**src/hdl/core4t_macros.svh**
```systemverilog
/* Global sizes for the barrel core
   Word width, thread and register counts, reset PC, NOP encoding */
`ifndef CORE4T_MACROS_SVH
`define CORE4T_MACROS_SVH

`define XLEN        32              // Data path width
`define NUM_THREADS 4               // Barrel depth, one thread per pipe stage
`define NUM_REGS    32              // Architectural registers per thread
`define RESET_PC    32'h0000_0000   // Common start address
`define NOP_INST    32'h0000_0013   // ADDI x0,x0,0

`endif

```
**src/hdl/core4tPkg.sv**
```systemverilog
/* Shared vector types of the barrel core
   RV32I base opcodes and ALU operation codes */
`include "core4t_macros.svh"

package core4tPkg;

    typedef logic [`XLEN-1:0]        wordT;     // Data or address word
    typedef logic [`XLEN-1:0]        pcT;
    typedef logic [31:0]             instT;
    typedef logic [4:0]              regIdxT;
    typedef logic [`NUM_THREADS-1:0] threadT;   // One-hot thread token
    typedef logic [3:0]              byteEnT;
    typedef logic [2:0]              funct3T;
    typedef logic [3:0]              aluOpT;    // {funct7[5], funct3}

    ////////////////////
    // Base opcodes
    localparam logic [6:0] OP_LUI    = 7'b0110111;
    localparam logic [6:0] OP_AUIPC  = 7'b0010111;
    localparam logic [6:0] OP_JAL    = 7'b1101111;
    localparam logic [6:0] OP_JALR   = 7'b1100111;
    localparam logic [6:0] OP_BRANCH = 7'b1100011;
    localparam logic [6:0] OP_LOAD   = 7'b0000011;
    localparam logic [6:0] OP_STORE  = 7'b0100011;
    localparam logic [6:0] OP_OPIMM  = 7'b0010011;
    localparam logic [6:0] OP_OP     = 7'b0110011;

    ////////////////////
    // ALU operations, funct7[5] on top of funct3
    localparam aluOpT ALU_ADD  = 4'b0000;
    localparam aluOpT ALU_SUB  = 4'b1000;
    localparam aluOpT ALU_SLL  = 4'b0001;
    localparam aluOpT ALU_SLT  = 4'b0010;
    localparam aluOpT ALU_SLTU = 4'b0011;
    localparam aluOpT ALU_XOR  = 4'b0100;
    localparam aluOpT ALU_SRL  = 4'b0101;
    localparam aluOpT ALU_SRA  = 4'b1101;
    localparam aluOpT ALU_OR   = 4'b0110;
    localparam aluOpT ALU_AND  = 4'b0111;

endpackage

```
**src/hdl/memWriteback.sv**
```systemverilog
/* Q103H byte enables toward data memory
   Q104H flops and the register write data select */
`timescale 1ns/1ps

module memWriteback import core4tPkg::*; (
    input  logic   QClk,
    input  logic   reset,
    input  wordT   AluOutQ103H,
    input  pcT     PcPlus4Q103H,
    input  funct3T Funct3Q103H,
    input  regIdxT WrPtrQ103H,
    input  logic   MemRdQ103H,
    input  logic   MemWrQ103H,
    input  logic   MemToRegQ103H,
    input  logic   PcToRegQ103H,
    input  logic   RegWrQ103H,
    input  wordT   MemRdDataQ104H,  // One cycle after the read strobe
    output byteEnT MemByteEnQ103H,
    output logic   WrEnQ104H,
    output regIdxT WrPtrQ104H,
    output wordT   WrDataQ104H
);

    wordT aluOutQ104H;
    pcT   pcPlus4Q104H;
    logic memToRegQ104H;
    logic pcToRegQ104H;

    // Access size from funct3
    always_comb begin
        case (Funct3Q103H[1:0])
            2'b00:   MemByteEnQ103H = 4'b0001;  // Byte
            2'b01:   MemByteEnQ103H = 4'b0011;  // Half
            2'b10:   MemByteEnQ103H = 4'b1111;  // Word
            default: MemByteEnQ103H = 4'b0000;  // Reserved size
        endcase
    end

    always_ff @(posedge QClk) begin
        if (reset) begin
            {WrEnQ104H, memToRegQ104H, pcToRegQ104H} <= '0;
        end else begin
            {WrEnQ104H, memToRegQ104H, pcToRegQ104H} <=
                {RegWrQ103H, MemToRegQ103H, PcToRegQ103H};
        end
    end

    always_ff @(posedge QClk) begin
        aluOutQ104H  <= AluOutQ103H;
        pcPlus4Q104H <= PcPlus4Q103H;
        WrPtrQ104H   <= WrPtrQ103H;
    end

    // Load data, link address, else ALU result
    assign WrDataQ104H = memToRegQ104H ? MemRdDataQ104H :
                         pcToRegQ104H  ? pcPlus4Q104H   : aluOutQ104H;

    // Decode never raises both strobes for one instruction
    assert property (@(posedge QClk) disable iff (reset) !(MemRdQ103H && MemWrQ103H));
    // Reserved size code never reaches the data bus
    assert property (@(posedge QClk) disable iff (reset)
        (MemRdQ103H || MemWrQ103H) |-> (Funct3Q103H[1:0] != 2'b11));

endmodule

```
**config.mk**
```make
export PLATFORM = sky130hd
export DESIGN_NAME = memWriteback
export DESIGN_NICKNAME = d
export VERILOG_FILES = /design/src/hdl/core4tPkg.sv /design/src/hdl/memWriteback.sv
export VERILOG_INCLUDE_DIRS = /design/src /design/src/hdl
export SDC_FILE = /design/constraint.sdc
export NUM_CORES = 1
export LEC_CHECK = 0
export BUFFER_PORTS_ARGS = -buffer_cell sky130_fd_sc_hd__clkbuf_2
export CORE_MARGIN = 8
export CORE_UTILIZATION = 32
export DETAILED_ROUTE_END_ITERATION = 8
export SLEW_MARGIN = 0
export SYNTH_ARGS = -nofsm -noshare
export SYNTH_HDL_FRONTEND = slang
export SYNTH_SLANG_ARGS = --single-unit
```
**constraint.sdc**
```tcl
create_clock -name QClk -period 1.2 [get_ports QClk]
set_input_delay 0.24 -clock QClk [delete_from_list [all_inputs] [get_ports QClk]]
set_output_delay 0.24 -clock QClk [all_outputs]
set_load 0.05 [all_outputs]
```
==> results by group <==
Outcome
  – Outcome: finished with violations
  – Failing checks: negative setup slack

Synth
  – Number of distinct library cells after synthesis: 13
  – Seq/Total Area, Yosys: between 60 and 70%
  – Avg Inst Size Synth: 11.8 µm²
  – Area of the mapped netlist: 2220 µm²
  – Syn Nets: 301
  – Top cells by area, synth: dfxtp_1 65%, mux2i_1 14%, o21ai_1 6.3%, nand2_1 5.4%, buf_12 2.7%
  – Synth top area share: 65.0%
  – YS warnings: 0
  – Post-synth top area cell: dfxtp_1
  – Register bit count reported by yosys: slightly above 70
  – Post-Syn Instances: 188

Floorplan
  – Die Y: between 90 and 100 µm
  – Rows: 30
  – IO Count: 153
  – Die X-Extent: 99.3 µm
  – Starting Density: approximately 33%
  – Die ar.: 9850 µm²
  – Core ar.: 6760 µm²

Route
  – Routed vias: 2211
  – Drt total wl: approximately 8000 µm
  – Final antenna-violating net count: 0
  – Wire per inst: around 16 µm
  – Drt first pass iters: 4
  – Vias per std cell: 4.43
  – 1st-iter DRT viols: 40
  – # DRC: 0

Flow run
  – Max cap viols: 0

Worst setup path
  – CP most frequent cell: buf_12
  – Critical path type: reg2out
  – Max incr delay on CP: 440 ps
  – Slowest CP cell: dfxtp_4
  – Element type at the critical path end: output port
  – Critical path arrival: between 1000 and 1500 ps
  – CP cell instances: buf_12 -> mux2i_2 -> o21ai_4 -> buf_12
  – Startpoint types: register
  – Worst-path fanout max: 8
  – Crit path required time: 960 ps

Clock network
  – CTS Buf Count: 9
  – CTS tree: done
  – Clk buf depth: 2
  – CTS Root Cell: clkbuf_8
  – H-tree levels: 3
  – Setup bufs post-CTS: 0
  – Clk sinks: 72
  – Clock transition at path regs: around 70 ps

Placement
  – I/O Buffers: 149
  – Inst Count DP: just over 400
  – Final Wtd Congestion: 0.660
  – HPWL after detailed placement: 4930 µm

STA
  – Slew at the pin with the worst max-slew slack: 256 ps
  – Unrepaired setup endpoints after global routing: yes
  – Post-layout min period: 1710 ps
  – Fin worst setup slack: -512 ps
  – Max_slew headroom: 82.4%
  – Final hold slack: about 20 ps
  – Final Hold Vio Count: 0
  – Tcrit/Tclk final: 143%
  – Setup TNS Final: -15710 ps
  – Max Freq: around 0.6 GHz
  – Max Slew Vio Count: 0
  – Final Setup Violations: 32

Final layout
  – Area grow syn2layout: 132%
  – Finished Layout Cells: 499
  – # diodes: 0
  – Final core utilization: between 70 and 80%
  – Layout cells sized above 1: 56.8%
  – Final Net Count: 527

Pwr
  – Power Density: 1290 nW/µm²
  – Max VDD drop: 1.50 mV
  – Power, Total: ~6.7 mW
  – Leak: between 2 and 2.5 nW

Global route
  – Initial antenna violation count: 0
  – First-pass GRT wire length: 13100 µm
  – Largest net degree at the start of global routing: 23
  – Gr usage total: 17.0%
  – Vias in the first global route: between 2000 and 3000
  – GRT overflow: 0

Hold path
  – Hold crit path type: in2reg
==> state kept, by name, indices dropped and copies added (netlist names) <==
register / flops
aluOutQ104H: 32
pcPlus4Q104H: 32
WrPtrQ104H: 5
WrEnQ104H: 1
memToRegQ104H: 1
pcToRegQ104H: 1
==> critical path: cells and delay by family, from the launching register on <==
kind            cells  cell delay, ps
flops               1             440
buf+inv             2             340
mux                 1             270
compound gates      1              80
==> worst paths after layout <==
| path | end | start | cells after the start | slack, ps |
|---|---|---|---|---|
| max | WrDataQ104H[19] | pcToRegQ104H | 4 | -510 |
| min | aluOutQ104H[26] | AluOutQ103H[26] | 1 | 20 |
==> logic make-up (layout without fill, tap and decap cells) <==
logic type,count (synthesis),count (layout),share of synthesized area (%)
adder cells (fa/ha/maj),2,2,1.13
AND/OR/NAND/NOR,35,35,6.26
flip-flops,72,72,65.0
multiplexers,32,32,14.4
AO/OA/AOI/OAI,32,32,7.56
buffers and inverters,15,246,5.64
==> report_power, final <==
| group | switching (mW) | internal [mW] |
|---|---|---|
| Combinational | 0.902 | 0.986 |
| Clock | 0.875 | 1.30 |
| Sequential | 0.0888 | 2.52 |
| Total | 1.87 | 4.80 |
==> routing by layer <==
layer	up-vias	routed length, µm	track usage [%]
met2	97	4250	30.7
li1	1082	-	-
met1	1024	2890	16.5
met5	-	0	0
met3	8	864	8.17
met4	0	80	5.94
==> layout make-up <==
cell class                 instances  area [µm²]
multi-input combinational        101        1280
clock inverter                     4        75.1
inverter                           3        11.3
sequential                        72        1450
timing repair buffer             227        2080
clock buffer                      12         156
fill                             394        1610
tap                               80         100
==> stage by stage <==
step | cell area, µm² | setup slack [ps]
2_1_floorplan | 2580 | -100
3_3_place_gp | 3900 | -155
3_5_place_dp | 3900 | -164
4_1_cts | 5100 | -535
5_1_grt | 5150 | -581
6_report | 5150 | -512
==> cell usage in the layout, fill, tap and decap left out <==
cell type      count
buf_8              2
mux2i_1            2
nor2b_1            3
clkbuf_8           9
buf_2              3
clkinvlp_4         2
clkbuf_2         110
o21ai_2            1
nand2_1           32
mux2i_4           19
clkbuf_16          1
buf_6              1
inv_1              3
dfxtp_1           70
clkbuf_1           2
o21ai_4           31
mux2i_2           11
buf_16             1
clkbuf_4           4
ha_2               1
buf_4              2
bufinv_16          2
dlygate4sd3_1     68
dfxtp_4            2
buf_12            36
ha_1               1
==> synth_stat cells <==
| cell | number |
|---|---|
| buf_12 | 3 |
| buf_2 | 7 |
| buf_4 | 1 |
| buf_6 | 1 |
| dfxtp_1 | 72 |
| ha_1 | 2 |
| inv_1 | 3 |
| mux2i_1 | 32 |
| nand2_1 | 32 |
| nor2b_1 | 3 |
| o21ai_0 | 2 |
| o21ai_1 | 28 |
| o21ai_2 | 2 |
==> timing repair <==
action | in CTS | in global routing
setup endpoints to repair | 33 | 38
gates resized for setup | 52 | 14
cloned | 1 | 0
hold buffers | 67 | 1
pin swaps | 0 | 1
hold endpoints to repair | 67 | 1
Note: power is estimated with default switching activity, not from simulation.
