$ cat config.mk
export PLATFORM = sky130hd
export DESIGN_NAME = threadFetch
export DESIGN_NICKNAME = d
export VERILOG_FILES = /design/src/hdl/core4tPkg.sv /design/src/hdl/threadFetch.sv
export VERILOG_INCLUDE_DIRS = /design/src /design/src/hdl
export SDC_FILE = /design/constraint.sdc
export NUM_CORES = 1
export LEC_CHECK = 0
export BUFFER_PORTS_ARGS = -buffer_cell sky130_fd_sc_hd__buf_2
export CAP_MARGIN = 20
export CORE_MARGIN = 2
export CORE_UTILIZATION = 56
export DETAILED_ROUTE_END_ITERATION = 7
export PLACE_DENSITY = 0.79
export SLEW_MARGIN = 20
export SYNTH_ARGS = -nofsm -noshare
export SYNTH_HDL_FRONTEND = slang
export SYNTH_SLANG_ARGS = --single-unit
$ cat constraint.sdc
create_clock -name QClk -period 2.05 [get_ports QClk]
set_input_delay 0.3075 -clock QClk [delete_from_list [all_inputs] [get_ports QClk]]
set_output_delay 0.3075 -clock QClk [all_outputs]
set_load 0.01 [all_outputs]
$ cat src/hdl/core4t_macros.svh
/* Global sizes for the barrel core
   Word width, thread and register counts, reset PC, NOP encoding */
`ifndef CORE4T_MACROS_SVH
`define CORE4T_MACROS_SVH

`define XLEN        32              // Data path width
`define NUM_THREADS 4               // Barrel depth, one thread per pipe stage
`define NUM_REGS    32              // Architectural registers per thread
`define RESET_PC    32'h0000_0000   // Common start address
`define NOP_INST    32'h0000_0013   // ADDI x0,x0,0

`endif

$ cat src/hdl/core4tPkg.sv
/* Shared vector types of the barrel core
   RV32I base opcodes and ALU operation codes */
`include "core4t_macros.svh"

package core4tPkg;

    typedef logic [`XLEN-1:0]        wordT;     // Data or address word
    typedef logic [`XLEN-1:0]        pcT;
    typedef logic [31:0]             instT;
    typedef logic [4:0]              regIdxT;
    typedef logic [`NUM_THREADS-1:0] threadT;   // One-hot thread token
    typedef logic [3:0]              byteEnT;
    typedef logic [2:0]              funct3T;
    typedef logic [3:0]              aluOpT;    // {funct7[5], funct3}

    ////////////////////
    // Base opcodes
    localparam logic [6:0] OP_LUI    = 7'b0110111;
    localparam logic [6:0] OP_AUIPC  = 7'b0010111;
    localparam logic [6:0] OP_JAL    = 7'b1101111;
    localparam logic [6:0] OP_JALR   = 7'b1100111;
    localparam logic [6:0] OP_BRANCH = 7'b1100011;
    localparam logic [6:0] OP_LOAD   = 7'b0000011;
    localparam logic [6:0] OP_STORE  = 7'b0100011;
    localparam logic [6:0] OP_OPIMM  = 7'b0010011;
    localparam logic [6:0] OP_OP     = 7'b0110011;

    ////////////////////
    // ALU operations, funct7[5] on top of funct3
    localparam aluOpT ALU_ADD  = 4'b0000;
    localparam aluOpT ALU_SUB  = 4'b1000;
    localparam aluOpT ALU_SLL  = 4'b0001;
    localparam aluOpT ALU_SLT  = 4'b0010;
    localparam aluOpT ALU_SLTU = 4'b0011;
    localparam aluOpT ALU_XOR  = 4'b0100;
    localparam aluOpT ALU_SRL  = 4'b0101;
    localparam aluOpT ALU_SRA  = 4'b1101;
    localparam aluOpT ALU_OR   = 4'b0110;
    localparam aluOpT ALU_AND  = 4'b0111;

endpackage

$ cat src/hdl/threadFetch.sv
/* Thread token rotor and per-thread PCs
   Fetch PC mux and the Q101H PC flop */
`timescale 1ns/1ps
`include "core4t_macros.svh"

module threadFetch import core4tPkg::*; (
    input  logic   QClk,
    input  logic   reset,
    input  pcT     nextPcQ102H,     // From execute, for the Q102H thread
    output pcT     PcQ100H,         // To instruction memory
    output pcT     PcQ101H,
    output threadT ThreadQ101H,
    output threadT ThreadQ102H,
    output threadT ThreadQ103H,
    output threadT ThreadQ104H
);

    threadT ThreadQ100H;
    pcT     threadPc [`NUM_THREADS];
    logic   validQ101H;             // Real fetch has reached decode
    logic   validQ102H;             // Real fetch has reached execute

    ////////////////////
    // Token rotor
    always_ff @(posedge QClk) begin
        if (reset) begin
            ThreadQ100H <= threadT'(1);     // Thread 0 first
        end else begin
            ThreadQ100H <= {ThreadQ100H[`NUM_THREADS-2:0], ThreadQ100H[`NUM_THREADS-1]};
        end
    end

    // Each later stage sits one thread behind
    assign ThreadQ101H = {ThreadQ100H[0], ThreadQ100H[`NUM_THREADS-1:1]};
    assign ThreadQ102H = {ThreadQ101H[0], ThreadQ101H[`NUM_THREADS-1:1]};
    assign ThreadQ103H = {ThreadQ102H[0], ThreadQ102H[`NUM_THREADS-1:1]};
    assign ThreadQ104H = ThreadQ100H;       // Full turn of the barrel

    // Bubbles left over from reset must not advance a PC
    always_ff @(posedge QClk) begin
        if (reset) begin
            validQ101H <= 1'b0;
            validQ102H <= 1'b0;
        end else begin
            validQ101H <= 1'b1;
            validQ102H <= validQ101H;
        end
    end

    ////////////////////
    // PC registers
    always_ff @(posedge QClk) begin
        for (int i = 0; i < `NUM_THREADS; i++) begin
            if (reset) begin
                threadPc[i] <= `RESET_PC;
            end else if (validQ102H && ThreadQ102H[i]) begin
                threadPc[i] <= nextPcQ102H;     // Ready two cycles before next fetch
            end
        end
    end

    always_comb begin
        PcQ100H = threadPc[0];
        for (int i = 1; i < `NUM_THREADS; i++) begin
            if (ThreadQ100H[i]) begin
                PcQ100H = threadPc[i];
            end
        end
    end

    always_ff @(posedge QClk) begin
        PcQ101H <= PcQ100H;     // Instruction word itself is flopped in memory
    end

    // Rotor keeps exactly one thread in each stage
    assert property (@(posedge QClk) disable iff (reset) $onehot(ThreadQ100H));

endmodule

==> results.py <==
metrics = {
    "clock_tree": {
        "cts-root-buf": "clkbuf_16",
        "cts_num_sinks": 166,
        "path_clk_slew_ns": 0.06,
        "cts_max_level": 4,
        "ctsHoldBuffers": 0,
        "insertion_delay_ns": 0.43,
        "clock_path_buffers": 2,
        "cts_tree": "built",
        "cts_made_buffers": 17,
    },
    "setup_path": {
        "worstPathCellList": "buf_12 -> mux2i_1 -> a211oi_2 -> buf_2",
        "crit_family": "flip-flops",
        "path_class": "reg2out",
        "critPathLaunchType": "register",
        "crit_fanout": 18,
        "max_stage_delay_ns": 0.42,
        "cp_num_buf_inv": 2,
        "required_ns": 1.74,
        "end_kind": "primary output",
        "critPathArrivalTime_ns": 1.67,
        "crit_path_top_delay_cell": "dfxtp_4",
    },
    "logic_synthesis": {
        "netlist_instances": 482,
        "netlist_area_um2": 7090,
        "synth_area_leaders": "edfxtp_1 (54%), and2_1 (11%), dfxtp_1 (11%)",
        "yosys_warnings": 0,
        "seq_area_frac_synth_pct": 64.9,
        "syn_avg_cell_area_um2": 14.7,
        "yosys.area.top_type": "edfxtp_1",
        "synth_top_area_share_pct": 54.2,
        "syn_nets": 516,
        "ys_types": 21,
        "ys_ff_latch": 166,
    },
    "layout": {
        "postLayoutCoreUtil_pct": 66.7,
        "final_nets": 622,
        "area_growth_pct": 17.2,
        "multiInputGateArea_um2": 2120,
        "fillers": 905,
        "seq_area_um2": 4610,
        "fin_area_um2": 8310,
        "antennaDiodeCount": 0,
        "drive_gt1_share_pct": 34.1,
    },
    "timing": {
        "clock.fmax_mhz": 506,
        "hold_violations": 0,
        "finalCritPeriodShare_pct": 96.4,
        "drv_slew": 0,
        "min_period_ns": 1.98,
        "setup_violations": 0,
        "rsz0062_at_grt": "false",
        "fin_ws_ns": 0.0744,
        "finalSetupTns_ns": 0,
        "worst_pin_slew_ns": 0.448,
        "relSlewSlack_pct": 70.2,
        "clock_skew_ns": 0.0104,
    },
    "die": {
        "die_area_um2": 13600,
        "die_w_um": 117,
        "ios": 114,
        "die_h_um": 117,
        "num_rows": 41,
        "initial_utilization_pct": 56.9,
        "core_um2": 12500,
    },
    "routing": {
        "routed_wirelength_mm": 14.5,
        "routed_via_density": 5.32,
        "ant_nets": 0,
        "firstDrtPassIters": 4,
        "dr_total_vias": 4110,
        "initialDrtViolationCount": 263,
        "routedWlPerCell_um": 18.8,
        "drcViolationCount": 0,
    },
    "place": {
        "placed_cell_area_um2": 7680,
        "place_congestion": 0.761,
        "port-buffer-count": 113,
        "place_hpwl_mm": 8.52,
        "place_ws_ns": 0.443,
    },
    "grt": {
        "grt_pass1_vias": 4155,
        "grt_pass1_wl_mm": 22.3,
        "grt_util_all_layers_pct": 22.7,
        "antenna_found_initial": 2,
        "grt.overflow.total": 0,
        "grt_max_degree": 33,
    },
    "power": {
        "ir_drop_mv": 0.475,
        "p_leak_nw": 3.31,
        "power_density_nw_per_um2": 933,
    },
    "flow_run": {
        "maxCapViolCount": 0,
    },
    "status": {
        "outcome": "finished clean",
    },
    "worst_hold_path": {
        "hold_path.class": "in2reg",
    },
}
worst register-to-register path: stages, from the launching register on:
cell and delay (ns):
dfxtp_2 0.37, buf_4 0.29, nand2_1 0.11, nand2_2 0.19, buf_4 0.32
cell usage in the layout, fill, tap and decap left out, drive strengths merged:
cell,n
and2b,2
a221oi,1
nor2b,33
and2,128
nor3b,32
a211oi,31
dfxtp,38
or2,1
bufinv,2
nand2,8
buf,128
clkbuf,23
and3b,4
mux2i,32
clkinvlp,2
edfxtp,128
inv,2
nor2,1
clkinv,5
where the power goes:
group | total [W] | internal [W] | leakage (nW) | switching, W
Clock | 0.00315 | 0.00191 | 0.286 | 0.00124
Sequential | 0.00390 | 0.00383 | 1.63 | 0.0000647
Combinational | 0.000711 | 0.000301 | 1.40 | 0.000410
state kept, by name, summed over array words and instances (netlist names):
name         cells
threadPc       128
validQ101H       1
ThreadQ104H      4
PcQ101H         32
validQ102H       1
final cells by class:
| cell class | instances | area share (%) |
|---|---|---|
| Sequential cell | 166 | 55.4 |
| Multi-Input combinational cell | 273 | 25.5 |
| Timing Repair Buffer | 128 | 9.35 |
| Clock buffer | 23 | 5.87 |
| Tap cell | 172 | 2.59 |
| Clock inverter | 9 | 1.19 |
| Inverter | 2 | 0.0903 |
through the flow:
stage,hold slack [ns],power [W],cells
after CTS,0.136,0.00778,773
final,0.146,0.00775,773
after detailed placement,0.441,0.00468,740
after global placement,0.424,0.00466,740
after global routing,0.160,0.00799,773
after floorplan,0.379,0.00438,482
synthesized netlist by cell type:
cell	instances
inv_1	2
nor2_2	1
and2b_1	2
and3b_4	4
buf_12	3
or2_1	1
dfxtp_1	38
nand2_1	8
clkbuf_1	2
and2_1	128
buf_6	15
nor2b_1	33
nor3b_1	29
edfxtp_1	128
buf_4	18
a211oi_2	31
clkbuf_2	2
a221oi_2	1
buf_2	1
nor3b_2	3
mux2i_1	32
metal layers:
metal	vias up	share of wire [%]	global-route usage, %
met5	-	0.17	0
met4	4	1.5	8.63
met3	22	7.0	5.71
met2	157	51	37.7
met1	2026	40	28.9
li1	1901	-	-
cell families after synthesis:
logic type / Yosys count / share of synthesized area (%)
AO/OA/AOI/OAI: 32 / 5.68
buffers and inverters: 43 / 5.56
flip-flops: 166 / 64.9
multiplexers: 32 / 4.52
AND/OR/NAND/NOR: 209 / 19.3
worst paths after layout:
kind                          end           start  slack (ns)  cells after the start
hold reg to reg        validQ102H      validQ101H        0.46                      1
setup / recovery       PcQ100H[2]  ThreadQ104H[1]        0.07                      4
setup reg to reg  threadPc[1][14]  ThreadQ104H[3]        0.43                      4
hold / removal     ThreadQ104H[1]           reset        0.15                      2
what timing repair did:
action / CTS / global route
endpoints found under the setup margin: 1 / 13
gates cloned: 1 / 0
resized for setup: 1 / 4
setup buffers: 0 / 0
No activity file was read; power rests on OpenSTA's default activity.
