===== src/hdl/core4t_macros.svh =====
/* Global sizes for the barrel core
   Word width, thread and register counts, reset PC, NOP encoding */
`ifndef CORE4T_MACROS_SVH
`define CORE4T_MACROS_SVH

`define XLEN        32              // Data path width
`define NUM_THREADS 4               // Barrel depth, one thread per pipe stage
`define NUM_REGS    32              // Architectural registers per thread
`define RESET_PC    32'h0000_0000   // Common start address
`define NOP_INST    32'h0000_0013   // ADDI x0,x0,0

`endif


===== src/hdl/core4tPkg.sv =====
/* Shared vector types of the barrel core
   RV32I base opcodes and ALU operation codes */
`include "core4t_macros.svh"

package core4tPkg;

    typedef logic [`XLEN-1:0]        wordT;     // Data or address word
    typedef logic [`XLEN-1:0]        pcT;
    typedef logic [31:0]             instT;
    typedef logic [4:0]              regIdxT;
    typedef logic [`NUM_THREADS-1:0] threadT;   // One-hot thread token
    typedef logic [3:0]              byteEnT;
    typedef logic [2:0]              funct3T;
    typedef logic [3:0]              aluOpT;    // {funct7[5], funct3}

    ////////////////////
    // Base opcodes
    localparam logic [6:0] OP_LUI    = 7'b0110111;
    localparam logic [6:0] OP_AUIPC  = 7'b0010111;
    localparam logic [6:0] OP_JAL    = 7'b1101111;
    localparam logic [6:0] OP_JALR   = 7'b1100111;
    localparam logic [6:0] OP_BRANCH = 7'b1100011;
    localparam logic [6:0] OP_LOAD   = 7'b0000011;
    localparam logic [6:0] OP_STORE  = 7'b0100011;
    localparam logic [6:0] OP_OPIMM  = 7'b0010011;
    localparam logic [6:0] OP_OP     = 7'b0110011;

    ////////////////////
    // ALU operations, funct7[5] on top of funct3
    localparam aluOpT ALU_ADD  = 4'b0000;
    localparam aluOpT ALU_SUB  = 4'b1000;
    localparam aluOpT ALU_SLL  = 4'b0001;
    localparam aluOpT ALU_SLT  = 4'b0010;
    localparam aluOpT ALU_SLTU = 4'b0011;
    localparam aluOpT ALU_XOR  = 4'b0100;
    localparam aluOpT ALU_SRL  = 4'b0101;
    localparam aluOpT ALU_SRA  = 4'b1101;
    localparam aluOpT ALU_OR   = 4'b0110;
    localparam aluOpT ALU_AND  = 4'b0111;

endpackage


===== src/hdl/instDecode.sv =====
/* Opcode decoder and source pointer extraction
   Q101H to Q102H instruction, operand and control flops */
`timescale 1ns/1ps

module instDecode import core4tPkg::*; (
    input  logic   QClk,
    input  logic   reset,
    input  instT   InstFetchQ101H,
    input  pcT     PcQ101H,
    input  wordT   RdData1Q101H,
    input  wordT   RdData2Q101H,
    output regIdxT RdPtr1Q101H,
    output regIdxT RdPtr2Q101H,
    output instT   InstQ102H,
    output pcT     PcQ102H,
    output wordT   RdData1Q102H,
    output wordT   RdData2Q102H,
    output logic   JalQ102H,
    output logic   JalrQ102H,
    output logic   BranchQ102H,
    output logic   ITypeImmQ102H,
    output logic   StoreQ102H,
    output logic   LuiQ102H,
    output logic   AuiPcQ102H,
    output logic   MemToRegQ102H,
    output logic   PcToRegQ102H,
    output logic   MemRdQ102H,
    output logic   MemWrQ102H,
    output logic   RegWrQ102H
);

    logic [6:0] opcodeQ101H;
    logic [11:0] ctrlQ101H;     // Flags in output order

    assign opcodeQ101H = InstFetchQ101H[6:0];
    assign RdPtr1Q101H = InstFetchQ101H[19:15];     // rs1
    assign RdPtr2Q101H = InstFetchQ101H[24:20];     // rs2

    ////////////////////
    // Control decode
    assign ctrlQ101H = {
        opcodeQ101H == OP_JAL,
        opcodeQ101H == OP_JALR,
        opcodeQ101H == OP_BRANCH,
        opcodeQ101H inside {OP_OPIMM, OP_LOAD, OP_JALR},   // I-immediate into ALU
        opcodeQ101H == OP_STORE,
        opcodeQ101H == OP_LUI,
        opcodeQ101H == OP_AUIPC,
        opcodeQ101H == OP_LOAD,                             // Load data to rd
        opcodeQ101H inside {OP_JAL, OP_JALR},               // Link to rd
        opcodeQ101H == OP_LOAD,
        opcodeQ101H == OP_STORE,
        opcodeQ101H inside {OP_LUI, OP_AUIPC, OP_JAL, OP_JALR, OP_LOAD, OP_OPIMM, OP_OP}
    };

    always_ff @(posedge QClk) begin
        if (reset) begin
            {JalQ102H, JalrQ102H, BranchQ102H, ITypeImmQ102H, StoreQ102H, LuiQ102H,
             AuiPcQ102H, MemToRegQ102H, PcToRegQ102H, MemRdQ102H, MemWrQ102H,
             RegWrQ102H} <= '0;
        end else begin
            {JalQ102H, JalrQ102H, BranchQ102H, ITypeImmQ102H, StoreQ102H, LuiQ102H,
             AuiPcQ102H, MemToRegQ102H, PcToRegQ102H, MemRdQ102H, MemWrQ102H,
             RegWrQ102H} <= ctrlQ101H;
        end
    end

    // Payload into execute
    always_ff @(posedge QClk) begin
        InstQ102H    <= InstFetchQ101H;
        PcQ102H      <= PcQ101H;
        RdData1Q102H <= RdData1Q101H;
        RdData2Q102H <= RdData2Q101H;
    end

endmodule


===== config.mk =====
export PLATFORM = sky130hd
export DESIGN_NAME = instDecode
export DESIGN_NICKNAME = d
export VERILOG_FILES = /design/src/hdl/core4tPkg.sv /design/src/hdl/instDecode.sv
export VERILOG_INCLUDE_DIRS = /design/src /design/src/hdl
export SDC_FILE = /design/constraint.sdc
export NUM_CORES = 1
export LEC_CHECK = 0
export BUFFER_PORTS_ARGS = -buffer_cell sky130_fd_sc_hd__buf_2
export CAP_MARGIN = 20
export CORE_AREA = 2 2 109 111
export CTS_CLUSTER_SIZE = 16
export DETAILED_ROUTE_END_ITERATION = 16
export DIE_AREA = 0 0 111 113
export GPL_ROUTABILITY_DRIVEN = 0
export PLACE_DENSITY_LB_ADDON = 0.25
export SYNTH_ARGS = -nofsm -noshare
export SYNTH_HDL_FRONTEND = slang
export SYNTH_SLANG_ARGS = --single-unit

===== constraint.sdc =====
create_clock -name QClk -period 1.5 [get_ports QClk]
set_input_delay 0.3 -clock QClk [delete_from_list [all_inputs] [get_ports QClk]]
set_output_delay 0.3 -clock QClk [all_outputs]
set_load 0.02 [all_outputs]

==> results by stage, run 1 <==
STA:
- Of the available clock period, the critical path in the final layout requires 95.7%.
- The top achievable clock speed is ~0.70 GHz.
- The hold violation count in the final report came to 0.
- Setup violations remaining at the end of the flow were counted as 0.
- The final-layout setup total negative slack is 0 ns.
- The transition at the pin with the smallest max-transition slack is 0.210 ns.
- Setup repair after global routing left no endpoint under its margin.
- The number of slew-limit violations in the final report is 0.
- The remaining max-slew budget at the tightest pin is 85.9%.
- After layout, the minimum clock period comes to 1.44 ns.
- On the final layout, the worst hold slack is between 0.04 and 0.05 ns.

Yosys:
- After Yosys synthesis, and, or, nand and nor cells account for under 10% of the synthesized area.
- The cell taking the most area after synthesis is sky130_fd_sc_hd__dfxtp_1.
- In this run, synthesis produced a sequential element count of 138.
- In the synthesized netlist, the cells that appear most often are sky130_fd_sc_hd__dfxtp_1, sky130_fd_sc_hd__buf_4, sky130_fd_sc_hd__nor4_1.
- Summing every instance area after synthesis gives 0.00299 mm².
- Synthesis produced a netlist whose cell count is 171.
- After synthesis, the largest family of logic cells by area is simple AND/OR/NAND/NOR gates.
- In the post-synthesis netlist, the cell with the most instances is sky130_fd_sc_hd__dfxtp_1.
- After synthesis, the share of flip-flops with an asynchronous set or reset is 0%.
- The number of synthesis warnings is 0.
- The number of distinct library cells after synthesis is 15.
- The synthesized netlist devotes 0% of its cell area to XOR and XNOR gates.
- A synthesized cell averages 17.5 µm².
- Synthesis produced a netlist with a net count of 301.
- Summing the areas of all compound-gate instances in the mapped netlist gives 0.628% of the synthesized area.
- After synthesis, the largest area contributor takes up 92.5% of total cell area.
- The adder-cell share of the synthesized area is 0%.
- The portion of netlist area occupied by mux cells is 0%.
- In this run, synthesis inferred 0 flip-flops with an integrated enable.
- After synthesis, flip-flops and latches occupy 92.5% of the total area.
- Yosys attributes the largest share of cell area to sky130_fd_sc_hd__dfxtp_1, sky130_fd_sc_hd__buf_4, sky130_fd_sc_hd__nor4_1, sky130_fd_sc_hd__nor2_1, sky130_fd_sc_hd__nand4_2.
- The predominant post-synthesis flop cell is sky130_fd_sc_hd__dfxtp_1.

Worst hold path:
- The worst hold path belongs to the class in2reg.
- Counting instances, the worst hold path has a depth of 1.

Die:
- The area of the die is between 0.01 and 0.015 mm².
- The x dimension of the die is 111 µm.
- The overall die height is approximately 110 µm.
- The effective utilization at floorplan is around a quarter.
- For this design the top-level I/O count stands at 280.
- The floorplan has 39 rows.
- The floorplan core area is ~0.011 mm².

Drt:
- Dividing the detail-routed wire length by the instance count gives approximately 13 µm.
- The first routing iteration left 89 violations.
- The number of remaining DRC errors is 0.
- The overall routed net length is 9620 µm.
- Once detail routing completed, the nets flagged for antenna violations numbered 0.
- The vias after detailed routing is 2761.
- The via density per instance is 3.79.
- The first TritonRoute pass finished after 5 iterations.

Critical path:
- STA puts the critical path data required time at approximately 1.2 ns.
- Traced cell by cell, the critical path runs through dlygate4sd3_1 -> buf_2 -> buf_2.
- The critical setup path kind is in2out.
- The number of buffer and inverter stages on the critical path is 3.
- Grouping stages by cell kind, the critical path spends the most delay in buffers and inverters.
- The delay of the slowest cell on the worst path is 0.55 ns.
- The highest-delay cell along the critical path is sky130_fd_sc_hd__dlygate4sd3_1.
- Data on the critical path arrives at its endpoint at 1.14 ns.
- The number of cells on the critical path is 3.
- In this run the worst path has a maximum fanout of 2.
- The type of element launching the critical path is a primary input.
- The most frequent cell on the critical path is sky130_fd_sc_hd__buf_2.
- The endpoint type of the worst setup path is an output port.

Flow run:
- The tool flagged a number of max-cap violations equal to 0.

Clock network:
- TritonCTS built the clock tree.
- The clock slew seen by the registers of the worst setup and hold paths is 0.05 ns.
- The clock sink count is between 100 and 150.
- The CTS H-tree depth is 4.
- The number of gates resized after CTS was 0.
- The maximum root-to-sink buffer count is 2.
- CTS placed an instance of sky130_fd_sc_hd__clkbuf_16 at the clock tree root.
- Clock tree synthesis inserted a total of 17 buffers.

GRT:
- The number of antenna violations at the first check in global routing is 0.
- The via count of the first global-routing pass is roughly 3000.
- The global routing usage summed across all routing layers is 15.5%.
- The aggregate global routing overflow is 0.
- The maximum number of pins on one net before global-route repair is 17.
- The wire length of the first global-routing pass is 14800 µm.

Power and ir drop:
- For this design the ratio of total power to cell area is 1340 mW/mm².
- The analysis attributes to net switching a power of 1.83 mW.
- In this run the static leakage power is 3.05 nW.
- IR analysis of the VDD net gives a maximum drop of about 0.00094 V.
- Of the total power, combinational logic draws 10.9%.
- In this run switching power makes up 22.1% of total power.
- The internal power summed over all cells is 6.45 mW.
- The sequential share of power is 47.1%.
- The part of the power in the clock network is 42.0%.

Layout:
- The area growth from synthesis to layout is 106%.
- The net total in the final layout is 707.
- Of the cells placed in the final design, the portion with a size suffix greater than 1 is a little over half.
- The diode insertion count for antenna repair is 0.

Placed design:
- The half-perimeter wire length after placement is 6410 µm.
- The number of buffers added on ports is 279.

Run status:
- The run finished with clean final reports.
## through the flow
stage / utilization (%) / power, mW / setup WS (ns) / cell area (µm²) / std cells
6_report: 54.7 / 8.28 / 0.0650 / 6160 / 728
5_1_grt: 54.7 / 8.67 / 0.0453 / 6160 / 728
4_1_cts: 54.5 / 8.38 / 0.0753 / 6140 / 726
3_5_place_dp: 39.7 / 4.63 / 0.283 / 4470 / 581
3_3_place_gp: 39.7 / 4.62 / 0.302 / 4470 / 581
2_1_floorplan: - / 4.27 / 0.472 / 2990 / 171
## layer usage
layer / part of all wire, % / global-route usage, %
met1: 36 / 15.2
met2: 53 / 27.5
met3: 8.8 / 8.09
met4: 1.5 / 6.67
met5: 0 / 0
## cell families after synthesis
kind of cell	Yosys count
compound gates	3
buf+inv	13
flops	138
simple gates	17
## path summary, 6_finish.rpt
check / start / endpoint / slack [ns]
worst max-delay path: InstFetchQ101H[16] / RdPtr1Q101H[1] / 0.06
worst min-delay path: InstFetchQ101H[17] / InstQ102H[17] / 0.04
## power by group through the flow
stage / sequential [mW] / combinational [mW] / clock, mW
finish: 3.90 / 0.906 / 3.47
CTS: 3.90 / 0.898 / 3.58
floorplan: 4.22 / 0.0518 / 0
global placement: 3.97 / 0.651 / 0
global route: 3.91 / 0.961 / 3.80
detailed placement: 3.97 / 0.657 / 0
## flip-flops by register name, summed over array words and instances, names as in the netlist
register,flops
PcQ102H,32
JalQ102H,1
MemWrQ102H,1
RdData2Q102H,32
PcToRegQ102H,1
BranchQ102H,1
RegWrQ102H,1
InstQ102H,32
MemRdQ102H,1
JalrQ102H,1
ITypeImmQ102H,1
RdData1Q102H,32
LuiQ102H,1
AuiPcQ102H,1
## layout by cell type (no fill, tap or decap), types with 2 or more instances in the layout
cell and instances:
sky130_fd_sc_hd__a21oi_1 2, sky130_fd_sc_hd__buf_2 279, sky130_fd_sc_hd__clkbuf_1 4, sky130_fd_sc_hd__clkbuf_16 17, sky130_fd_sc_hd__clkbuf_8 2, sky130_fd_sc_hd__clkinv_2 3, sky130_fd_sc_hd__dfxtp_1 138, sky130_fd_sc_hd__dlygate4sd3_1 120
sky130_fd_sc_hd__nor2_1 4, sky130_fd_sc_hd__nor4_1 5
## area by class of cell
type / count / area, µm²
flip-flops and latches: 138 / 2760
well taps: 143 / 179
clock inverters: 4 / 22.5
multi-input cells: 20 / 131
clock buffers: 23 / 468
inverters: 1 / 3.75
fillers: 950 / 5110
repair buffers: 399 / 2600
## what timing repair did
item | 4_1_cts | 5_1_grt
setup endpoints to repair | 0 | 0
buffers inserted | 0 | 0
hold buffers | 118 | 2
hold endpoints to repair | 118 | 2
Note: power is estimated with default switching activity, not from simulation.
==> run 2: changes to the inputs <==
Settings changed: ABC_AREA set to 1, CORE_AREA 2 2 109 111 to 2 2 110 112, DIE_AREA 0 0 111 113 to 0 0 112 114.
==> results by stage, run 2 <==
Run status:
- The flow ran to the end, and the final reports show no timing, DRC or antenna violations.

Yosys:
- After synthesis, the most frequently instantiated cells are sky130_fd_sc_hd__dfxtp_1, sky130_fd_sc_hd__buf_4, sky130_fd_sc_hd__nand2_1.
- By area, the combinational part of the netlist is dominated by simple AND/OR/NAND/NOR gates.
- The post-synth net total came to 315 (+4.7%).
- By area the synthesized netlist is led by sky130_fd_sc_hd__dfxtp_1, sky130_fd_sc_hd__buf_4, sky130_fd_sc_hd__nand2_1, sky130_fd_sc_hd__inv_1, sky130_fd_sc_hd__nor2_1.
- The mean cell area of the mapped netlist is 16.4 µm² (-6.4%).
- The most used flip-flop cell after synthesis is sky130_fd_sc_hd__dfxtp_1.
- The post-synthesis share of cell area spent on xor and xnor gates is 0% (unchanged).
- The sequential share of the synthesized area is 91.3% (-1.1 points).
- The post-synthesis instance area is 0.00303 mm² (+1.3%).
- The number of distinct library cells after synthesis came to 16 (+1).
- The proportion of netlist area held by the largest area contributor is 91.3% (-1.1 points).
- The number of instances in the synthesized netlist is 185 (+8.2%).
- The share of synthesized registers carrying an async set or reset is 0% (unchanged).
- The synthesized-area fraction occupied by and/or/nand/nor cells is 4.55% (+0.78 points).
- The number of synthesized flops with an enable pin came to 0 (unchanged).
- The share of the synthesized area in compound gates (AO/OA/AOI/OAI) was 0.289% (-0.34 points).
- The portion of netlist area occupied by mux cells was 0% (unchanged).
- The adder-cell share of the synthesized area is 0% (unchanged).
- The number of synthesis warnings was 0 (unchanged).
- The number of flip-flops and latches in the synthesized netlist is 138 (unchanged).
- By instance count, the leading cell after synthesis is sky130_fd_sc_hd__dfxtp_1.
- sky130_fd_sc_hd__dfxtp_1 takes more of the synthesized area than any other cell.

Flow run:
- The number of max-cap violations was 0 (unchanged).

STA:
- The hold violation count in the final report is 0 (unchanged).
- The top achievable clock speed is 0.694 GHz (-0.46%).
- The clock period minus worst slack came to 1.44 ns (+0.00667 ns).
- The share of the clock period used by the worst path is 96.1% (+0.44 points).
- The minimum setup slack in the final design is 0.0583 ns (-0.00667 ns).
- The number of slew-limit violations in the final report is 0 (unchanged).
- Setup repair after global routing left no endpoint under its margin.
- The transition at the pin with the smallest max-transition slack came to 0.241 ns (+0.0316 ns).
- The final-layout setup total negative slack came to 0 ns (unchanged).
- The setup-violating endpoint count in the final report came to 0 (unchanged).
- The remaining max-slew budget at the tightest pin is 83.8% (-2.1 points).

Drt:
- The number of routed nets with antenna violations is 0 (unchanged).
- The via density per instance is 3.74 (-1.5%).
- The number of iterations in the first detailed-routing pass is 4 (-1).
- The number of remaining DRC errors is 0 (unchanged).
- The DRC violation total after the first TritonRoute iteration was 130 (+46%).
- The overall routed net length is 10000 µm (+4.0%).
- The vias after detailed routing is 2814 (+1.9%).
- The detailed-route wire length per cell is 13.3 µm (+0.51%).

Die:
- The top-level port count is 280 (unchanged).
- The area of the die is 0.0128 mm² (+1.8%).
- The overall die height is 114 µm (+0.88%).
- The floorplan core area is 0.0117 mm² (+3.9%).
- The effective utilization at floorplan is 25.8% (-0.67 points).
- The placement row count is 40 (+2.6%).
- The x dimension of the die is 112 µm (+0.90%).

Critical path:
- The data arrival at the endpoint of the critical path is 1.14 ns (about the same).
- STA classifies the critical path startpoint as a primary input.
- The required time reported for the critical path endpoint is 1.20 ns (about the same).
- The critical setup path kind is in2out.
- The critical path starts at InstFetchQ101H[24].
- The critical-path maximum fanout was 2 (unchanged).
- The endpoint type of the worst setup path is an output port.

GRT:
- The aggregate global routing overflow is 0 (unchanged).
- The wire length of the first global-routing pass came to 14700 µm (-0.28%).
- The number of antenna violations at the first check in global routing is 2 (+2).
- The global routing usage summed across all routing layers was 15.5% (-0.051 points).
- The maximum number of pins on one net before global-route repair is 17 (unchanged).
- The via count of the first global-routing pass is 2968 (-1.2%).

Power and ir drop:
- The static leakage is 3.14 nW (+2.7%).
- The maximum vdd drop is 0.000974 V (+3.9%).
- The power per standard cell area is 1360 mW/mm² (+1.0%).

Layout:
- The most common cell after layout, fill and taps aside is sky130_fd_sc_hd__buf_2.
- Relative to the synthesized area, the layout overhead comes to 107%.
- The number of filler instances in the final layout came to 995 (+4.7%).
- The final cell count without fillers is 753 (+3.4%).
- The top cell types in the final layout, fill and taps aside, are sky130_fd_sc_hd__buf_2, sky130_fd_sc_hd__dfxtp_1, sky130_fd_sc_hd__dlygate4sd3_1, sky130_fd_sc_hd__clkbuf_16, sky130_fd_sc_hd__nand2_1.
- The net total in the final layout was 723 (+2.3%).
- The proportion of layout cells with a drive suffix above 1 was 51.7% (-0.65 points).
- The utilization after layout is 53.5% (-1.2 points).

Placed design:
- The setup slack at placement is 0.510 ns (+0.227 ns).
- The half-perimeter wire length after placement is 6210 µm (-3.0%).
- The number of buffers added on ports was 279 (unchanged).
- The number of cells in the design after placement came to 599 (+3.1%).

Clock network:
- The clock sink count is 138 (unchanged).
- The maximum root-to-sink buffer count is 2 (unchanged).
- The clock slew seen by the registers of the worst setup and hold paths was 0.05 ns (about the same).
- The clock tree from TritonCTS is built.
- The number of hold buffers added after CTS is 122 (+3.4%).
- The quantity of gates resized following cts was 0 (unchanged).
- The tree is rooted in a sky130_fd_sc_hd__clkbuf_16.
- The number of setup buffers added after CTS came to 0 (unchanged).
- The number of buffers added by the clock tree synthesis step was 17 (unchanged).
- The CTS H-tree depth is 4 (unchanged).

Worst hold path:
- The path with the worst hold slack has its endpoint at InstQ102H[19].
- The instance count along the most critical hold path is 1 (unchanged).
- The worst hold path class is in2reg.
- The worst hold path begins at InstFetchQ101H[19].
-- run 2: cell types whose count changed after synthesis, sizes merged, moves of 2 or more --
cell / before / now
a21oi: 2 / 0
inv: 1 / 7
nand2: 1 / 10
nand3: 0 / 4
nor2: 4 / 8
nor3: 0 / 2
nor4: 5 / 1
-- run 2: worst max path at each step --
stage	endpoint	cells past startpoint
2_1_floorplan	MemToRegQ102H	1
3_3_place_gp	RegWrQ102H	7
3_5_place_dp	LuiQ102H	5
4_1_cts	RdPtr2Q101H[4]	3
5_1_grt	RdPtr2Q101H[4]	3
6_report	RdPtr2Q101H[4]	3
-- run 2: layer usage --
| metal | GRT usage, % | wire (µm) |
|---|---|---|
| met1 | 13.8 | 3300 |
| met2 | 29.5 | 5480 |
| met3 | 6.27 | 952 |
| met4 | 8.54 | 256 |
| met5 | 0 | 0 |
-- run 2: per-stage QoR --
step,cell area [µm²],total power [mW],hold slack [ns]
finish,6260,8.49,0.0206
floorplan,3030,4.28,0.328
global route,6260,8.84,0.00945
CTS,6260,8.59,0.000739
detailed placement,4520,4.63,0.404
global placement,4520,4.62,0.403
-- run 2: cell families after synthesis --
kind of cell | Yosys count
AO/OA/AOI/OAI | 1
buffers and inverters | 19
flip-flops | 138
AND/OR/NAND/NOR | 27
-- run 2: final cells by class --
type	count	area, µm²	share of cell area [%]
antenna	2	5.00	0.0799
clock buffer	22	444	7.09
clock inverter	8	75.1	1.20
inverter	7	26.3	0.420
multi-input combinational	28	146	2.34
sequential	138	2760	44.1
tap	147	184	2.94
timing repair buffer	401	2620	41.8
-- run 2: report_power, final --
| part | total, mW | internal (mW) | switching, mW |
|---|---|---|---|
| combinational | 0.915 | 0.460 | 0.454 |
| sequential | 3.89 | 3.85 | 0.0415 |
| clock | 3.68 | 2.25 | 1.43 |
-- run 2: worst max-delay path: stages --
cell and delay (ns):
sky130_fd_sc_hd__dlygate4sd3_1 0.55, sky130_fd_sc_hd__buf_2 0.13, sky130_fd_sc_hd__buf_2 0.16
==> run 3: changes to the inputs <==
--- a/config.mk
+++ b/config.mk
@@ -10,8 +10,10 @@
 export BUFFER_PORTS_ARGS = -buffer_cell sky130_fd_sc_hd__buf_2
 export CAP_MARGIN = 20
-export CORE_AREA = 2 2 110 112
+export CELL_PAD_IN_SITES_DETAIL_PLACEMENT = 1
+export CELL_PAD_IN_SITES_GLOBAL_PLACEMENT = 1
+export CORE_AREA = 2 2 107 109
 export CTS_CLUSTER_SIZE = 16
 export DETAILED_ROUTE_END_ITERATION = 16
-export DIE_AREA = 0 0 112 114
+export DIE_AREA = 0 0 109 111
 export GPL_ROUTABILITY_DRIVEN = 0
 export PLACE_DENSITY_LB_ADDON = 0.25
==> constraint.sdc (replaced) <==
create_clock -name QClk -period 1.5 [get_ports QClk]
set_input_delay 0.3 -clock QClk [delete_from_list [all_inputs] [get_ports QClk]]
set_output_delay 0.3 -clock QClk [all_outputs]
set_load 0.1 [all_outputs]
==> results by stage, run 3 (same netlist as run 2, synthesis figures left out) <==
Power and ir drop:
- The part of the power in the clock network is 37.2% (-6.2 points).
- The static leakage is 3.14 nW (about the same).
- The maximum vdd drop is 0.000827 V (-15%).
- The sequential share of power is 40.6% (-5.3 points).
- The combinational group share of total power is 22.2% (+11 points).
- The total net switching power is 3.11 mW (+61%).
- The power per standard cell area is 1540 mW/mm² (+13%).
- The switching share of power is 32.3% (+9.6 points).
- The internal power summed over all cells is 6.51 mW (-0.81%).

Critical path:
- The critical-path maximum fanout was 1 (-1).
- The number of buffer and inverter stages on the critical path came to 1 (-2).
- The slowest stage of the critical path belongs to the cell sky130_fd_sc_hd__buf_2.
- The data arrival at the endpoint of the critical path is 1.17 ns (+0.03 ns).
- The type of element launching the critical path is a register.
- The required time reported for the critical path endpoint is 1.20 ns (about the same).
- The endpoint type of the worst setup path is an output port.
- The launch point of the worst path is InstQ102H[20].
- The critical path goes through buf_2.
- The delay of the slowest cell on the worst path is 0.44 ns (-0.11 ns).
- The critical path's top delay family is buffers and inverters.
- The critical setup path kind is reg2out.

Layout:
- The library cells used most frequently in the layout, excluding fill and tap cells, are sky130_fd_sc_hd__buf_2, sky130_fd_sc_hd__dfxtp_1, sky130_fd_sc_hd__dlygate4sd3_1, sky130_fd_sc_hd__clkbuf_16, sky130_fd_sc_hd__nand2_1.
- The area growth from synthesis to layout is 107%.
- The net total in the final layout is 723 (unchanged).
- The proportion of layout cells with a drive suffix above 1 is 52.0% (+0.34 points).
- Leaving out fill and tap cells, the most frequent cell in the layout is sky130_fd_sc_hd__buf_2.
- The final cell count without fillers is 746 (-0.93%).

STA:
- The transition at the pin with the smallest max-transition slack is 0.515 ns (+0.273 ns).
- The final-layout setup total negative slack is 0 ns (unchanged).
- The remaining max-slew budget at the tightest pin was 65.9% (-18 points).
- The clock period minus worst slack is 1.47 ns (+0.0326 ns).
- The hold violation count in the final report was 0 (unchanged).
- The top achievable clock speed was 0.678 GHz (-2.2%).
- The worst hold slack across all endpoints is 0.0334 ns (+0.0129 ns).
- The share of the clock period used by the worst path is 98.3% (+2.2 points).
- The number of slew-limit violations in the final report is 0 (unchanged).
- The setup-violating endpoint count in the final report is 0 (unchanged).
- The minimum setup slack in the final design is 0.0257 ns (-0.0326 ns).

Clock network:
- The CTS H-tree depth came to 4 (unchanged).
- The number of setup buffers added after CTS came to 0 (unchanged).
- TritonCTS built the clock tree.
- The maximum root-to-sink buffer count is 2 (unchanged).
- The CTS root buffer is sky130_fd_sc_hd__clkbuf_16.
- The clock slew seen by the registers of the worst setup and hold paths came to 0.05 ns (about the same).
- The clock sink count was 138 (unchanged).
- The number of buffers added by the clock tree synthesis step is 17 (unchanged).

Drt:
- The number of remaining DRC errors is 0 (unchanged).
- The number of routed nets with antenna violations is 0 (unchanged).
- The DRC violation total after the first TritonRoute iteration is 60 (-54%).
- The detailed-route wire length per cell is 15.6 µm (+18%).
- The overall routed net length is 11700 µm (+17%).
- The number of iterations in the first detailed-routing pass is 4 (unchanged).
- The via density per instance was 3.91 (+4.6%).
- The vias after detailed routing came to 2915 (+3.6%).

Die:
- The placement row count is 39 (-2.5%).
- The effective utilization at floorplan is 27.3% (+1.5 points).
- The area of the die was 0.0121 mm² (-5.2%).
- The overall die height is 111 µm (-2.6%).
- The floorplan core area is 0.0111 mm² (-5.4%).
- The x dimension of the die was 109 µm (-2.7%).
- The top-level port count is 280 (unchanged).

Placed design:
- The setup slack at placement is 0.392 ns (-0.118 ns).
- The half-perimeter wire length after placement was 7110 µm (+14%).
- The number of buffers added on ports is 279 (unchanged).
- The number of cells in the design after placement was 595 (-0.67%).

GRT:
- The wire length of the first global-routing pass is 17300 µm (+17%).
- The global routing usage summed across all routing layers is 19.6% (+4.1 points).
- The aggregate global routing overflow is 0 (unchanged).
- The via count of the first global-routing pass is 3330 (+12%).
- The number of antenna violations at the first check in global routing is 1 (-1).
- The maximum number of pins on one net before global-route repair is 17 (unchanged).

Run status:
- The run finished with clean final reports.

Worst hold path:
- The worst hold path class is in2reg.
- The worst hold path begins at InstFetchQ101H[12].

Flow run:
- The number of max-cap violations was 0 (unchanged).
-- run 3: changes by cell type in the layout (fill, tap and decap cells not counted), sizes merged --
cell / before / now
clkbuf: 22 / 29
bufinv: 1 / 0
buf: 279 / 274
clkinv: 6 / 4
clkinvlp: 1 / 0
diode: 2 / 1
-- run 3: path summary, 6_finish.rpt --
check / endpoint / slack, ns / cells past startpoint
max: InstQ102H[20] / 0.03 / 1
min: InstQ102H[12] / 0.03 / 1
-- run 3: repair_timing --
item                       in CTS  in global routing
hold buffers                  122                  0
setup endpoints to repair       0                  5
gates resized for setup         0                  5
hold endpoints to repair      122                  0
-- run 3: metrics by stage --
step | area, µm² | util, % | power, mW
2_1_floorplan | 3030 | - | 5.47
3_3_place_gp | 4510 | 40.7 | 5.82
3_5_place_dp | 4510 | 40.7 | 5.84
4_1_cts | 6240 | 56.3 | 9.70
5_1_grt | 6250 | 56.4 | 9.97
6_report | 6250 | 56.4 | 9.62
-- run 3: power by group through the flow --
stage	Sequential, mW	Clock (mW)	Combinational, mW
after CTS	3.90	3.68	2.12
after floorplan	5.33	0	0.147
after global placement	3.96	0	1.85
final	3.91	3.58	2.14
after global routing	3.92	3.86	2.19
after detailed placement	3.97	0	1.86
-- run 3: routing by layer --
metal	global-route usage, %	part of all wire [%]	vias up
met3	7.00	9.1	26
li1	-	-	1381
met5	0	0	-
met1	17.0	31	1338
met4	8.89	2.5	0
met2	38.3	57	170
-- run 3: cell type report --
type                            instances  area [µm²]
Timing Repair Buffer                  401        2630
Clock buffer                           24         482
Clock inverter                          4        20.0
Sequential cell                       138        2770
Antenna cell                            1        2.50
Multi-Input combinational cell         28         146
Inverter                                7        26.3
Fill cell                            1193        4830
Tap cell                              143         179
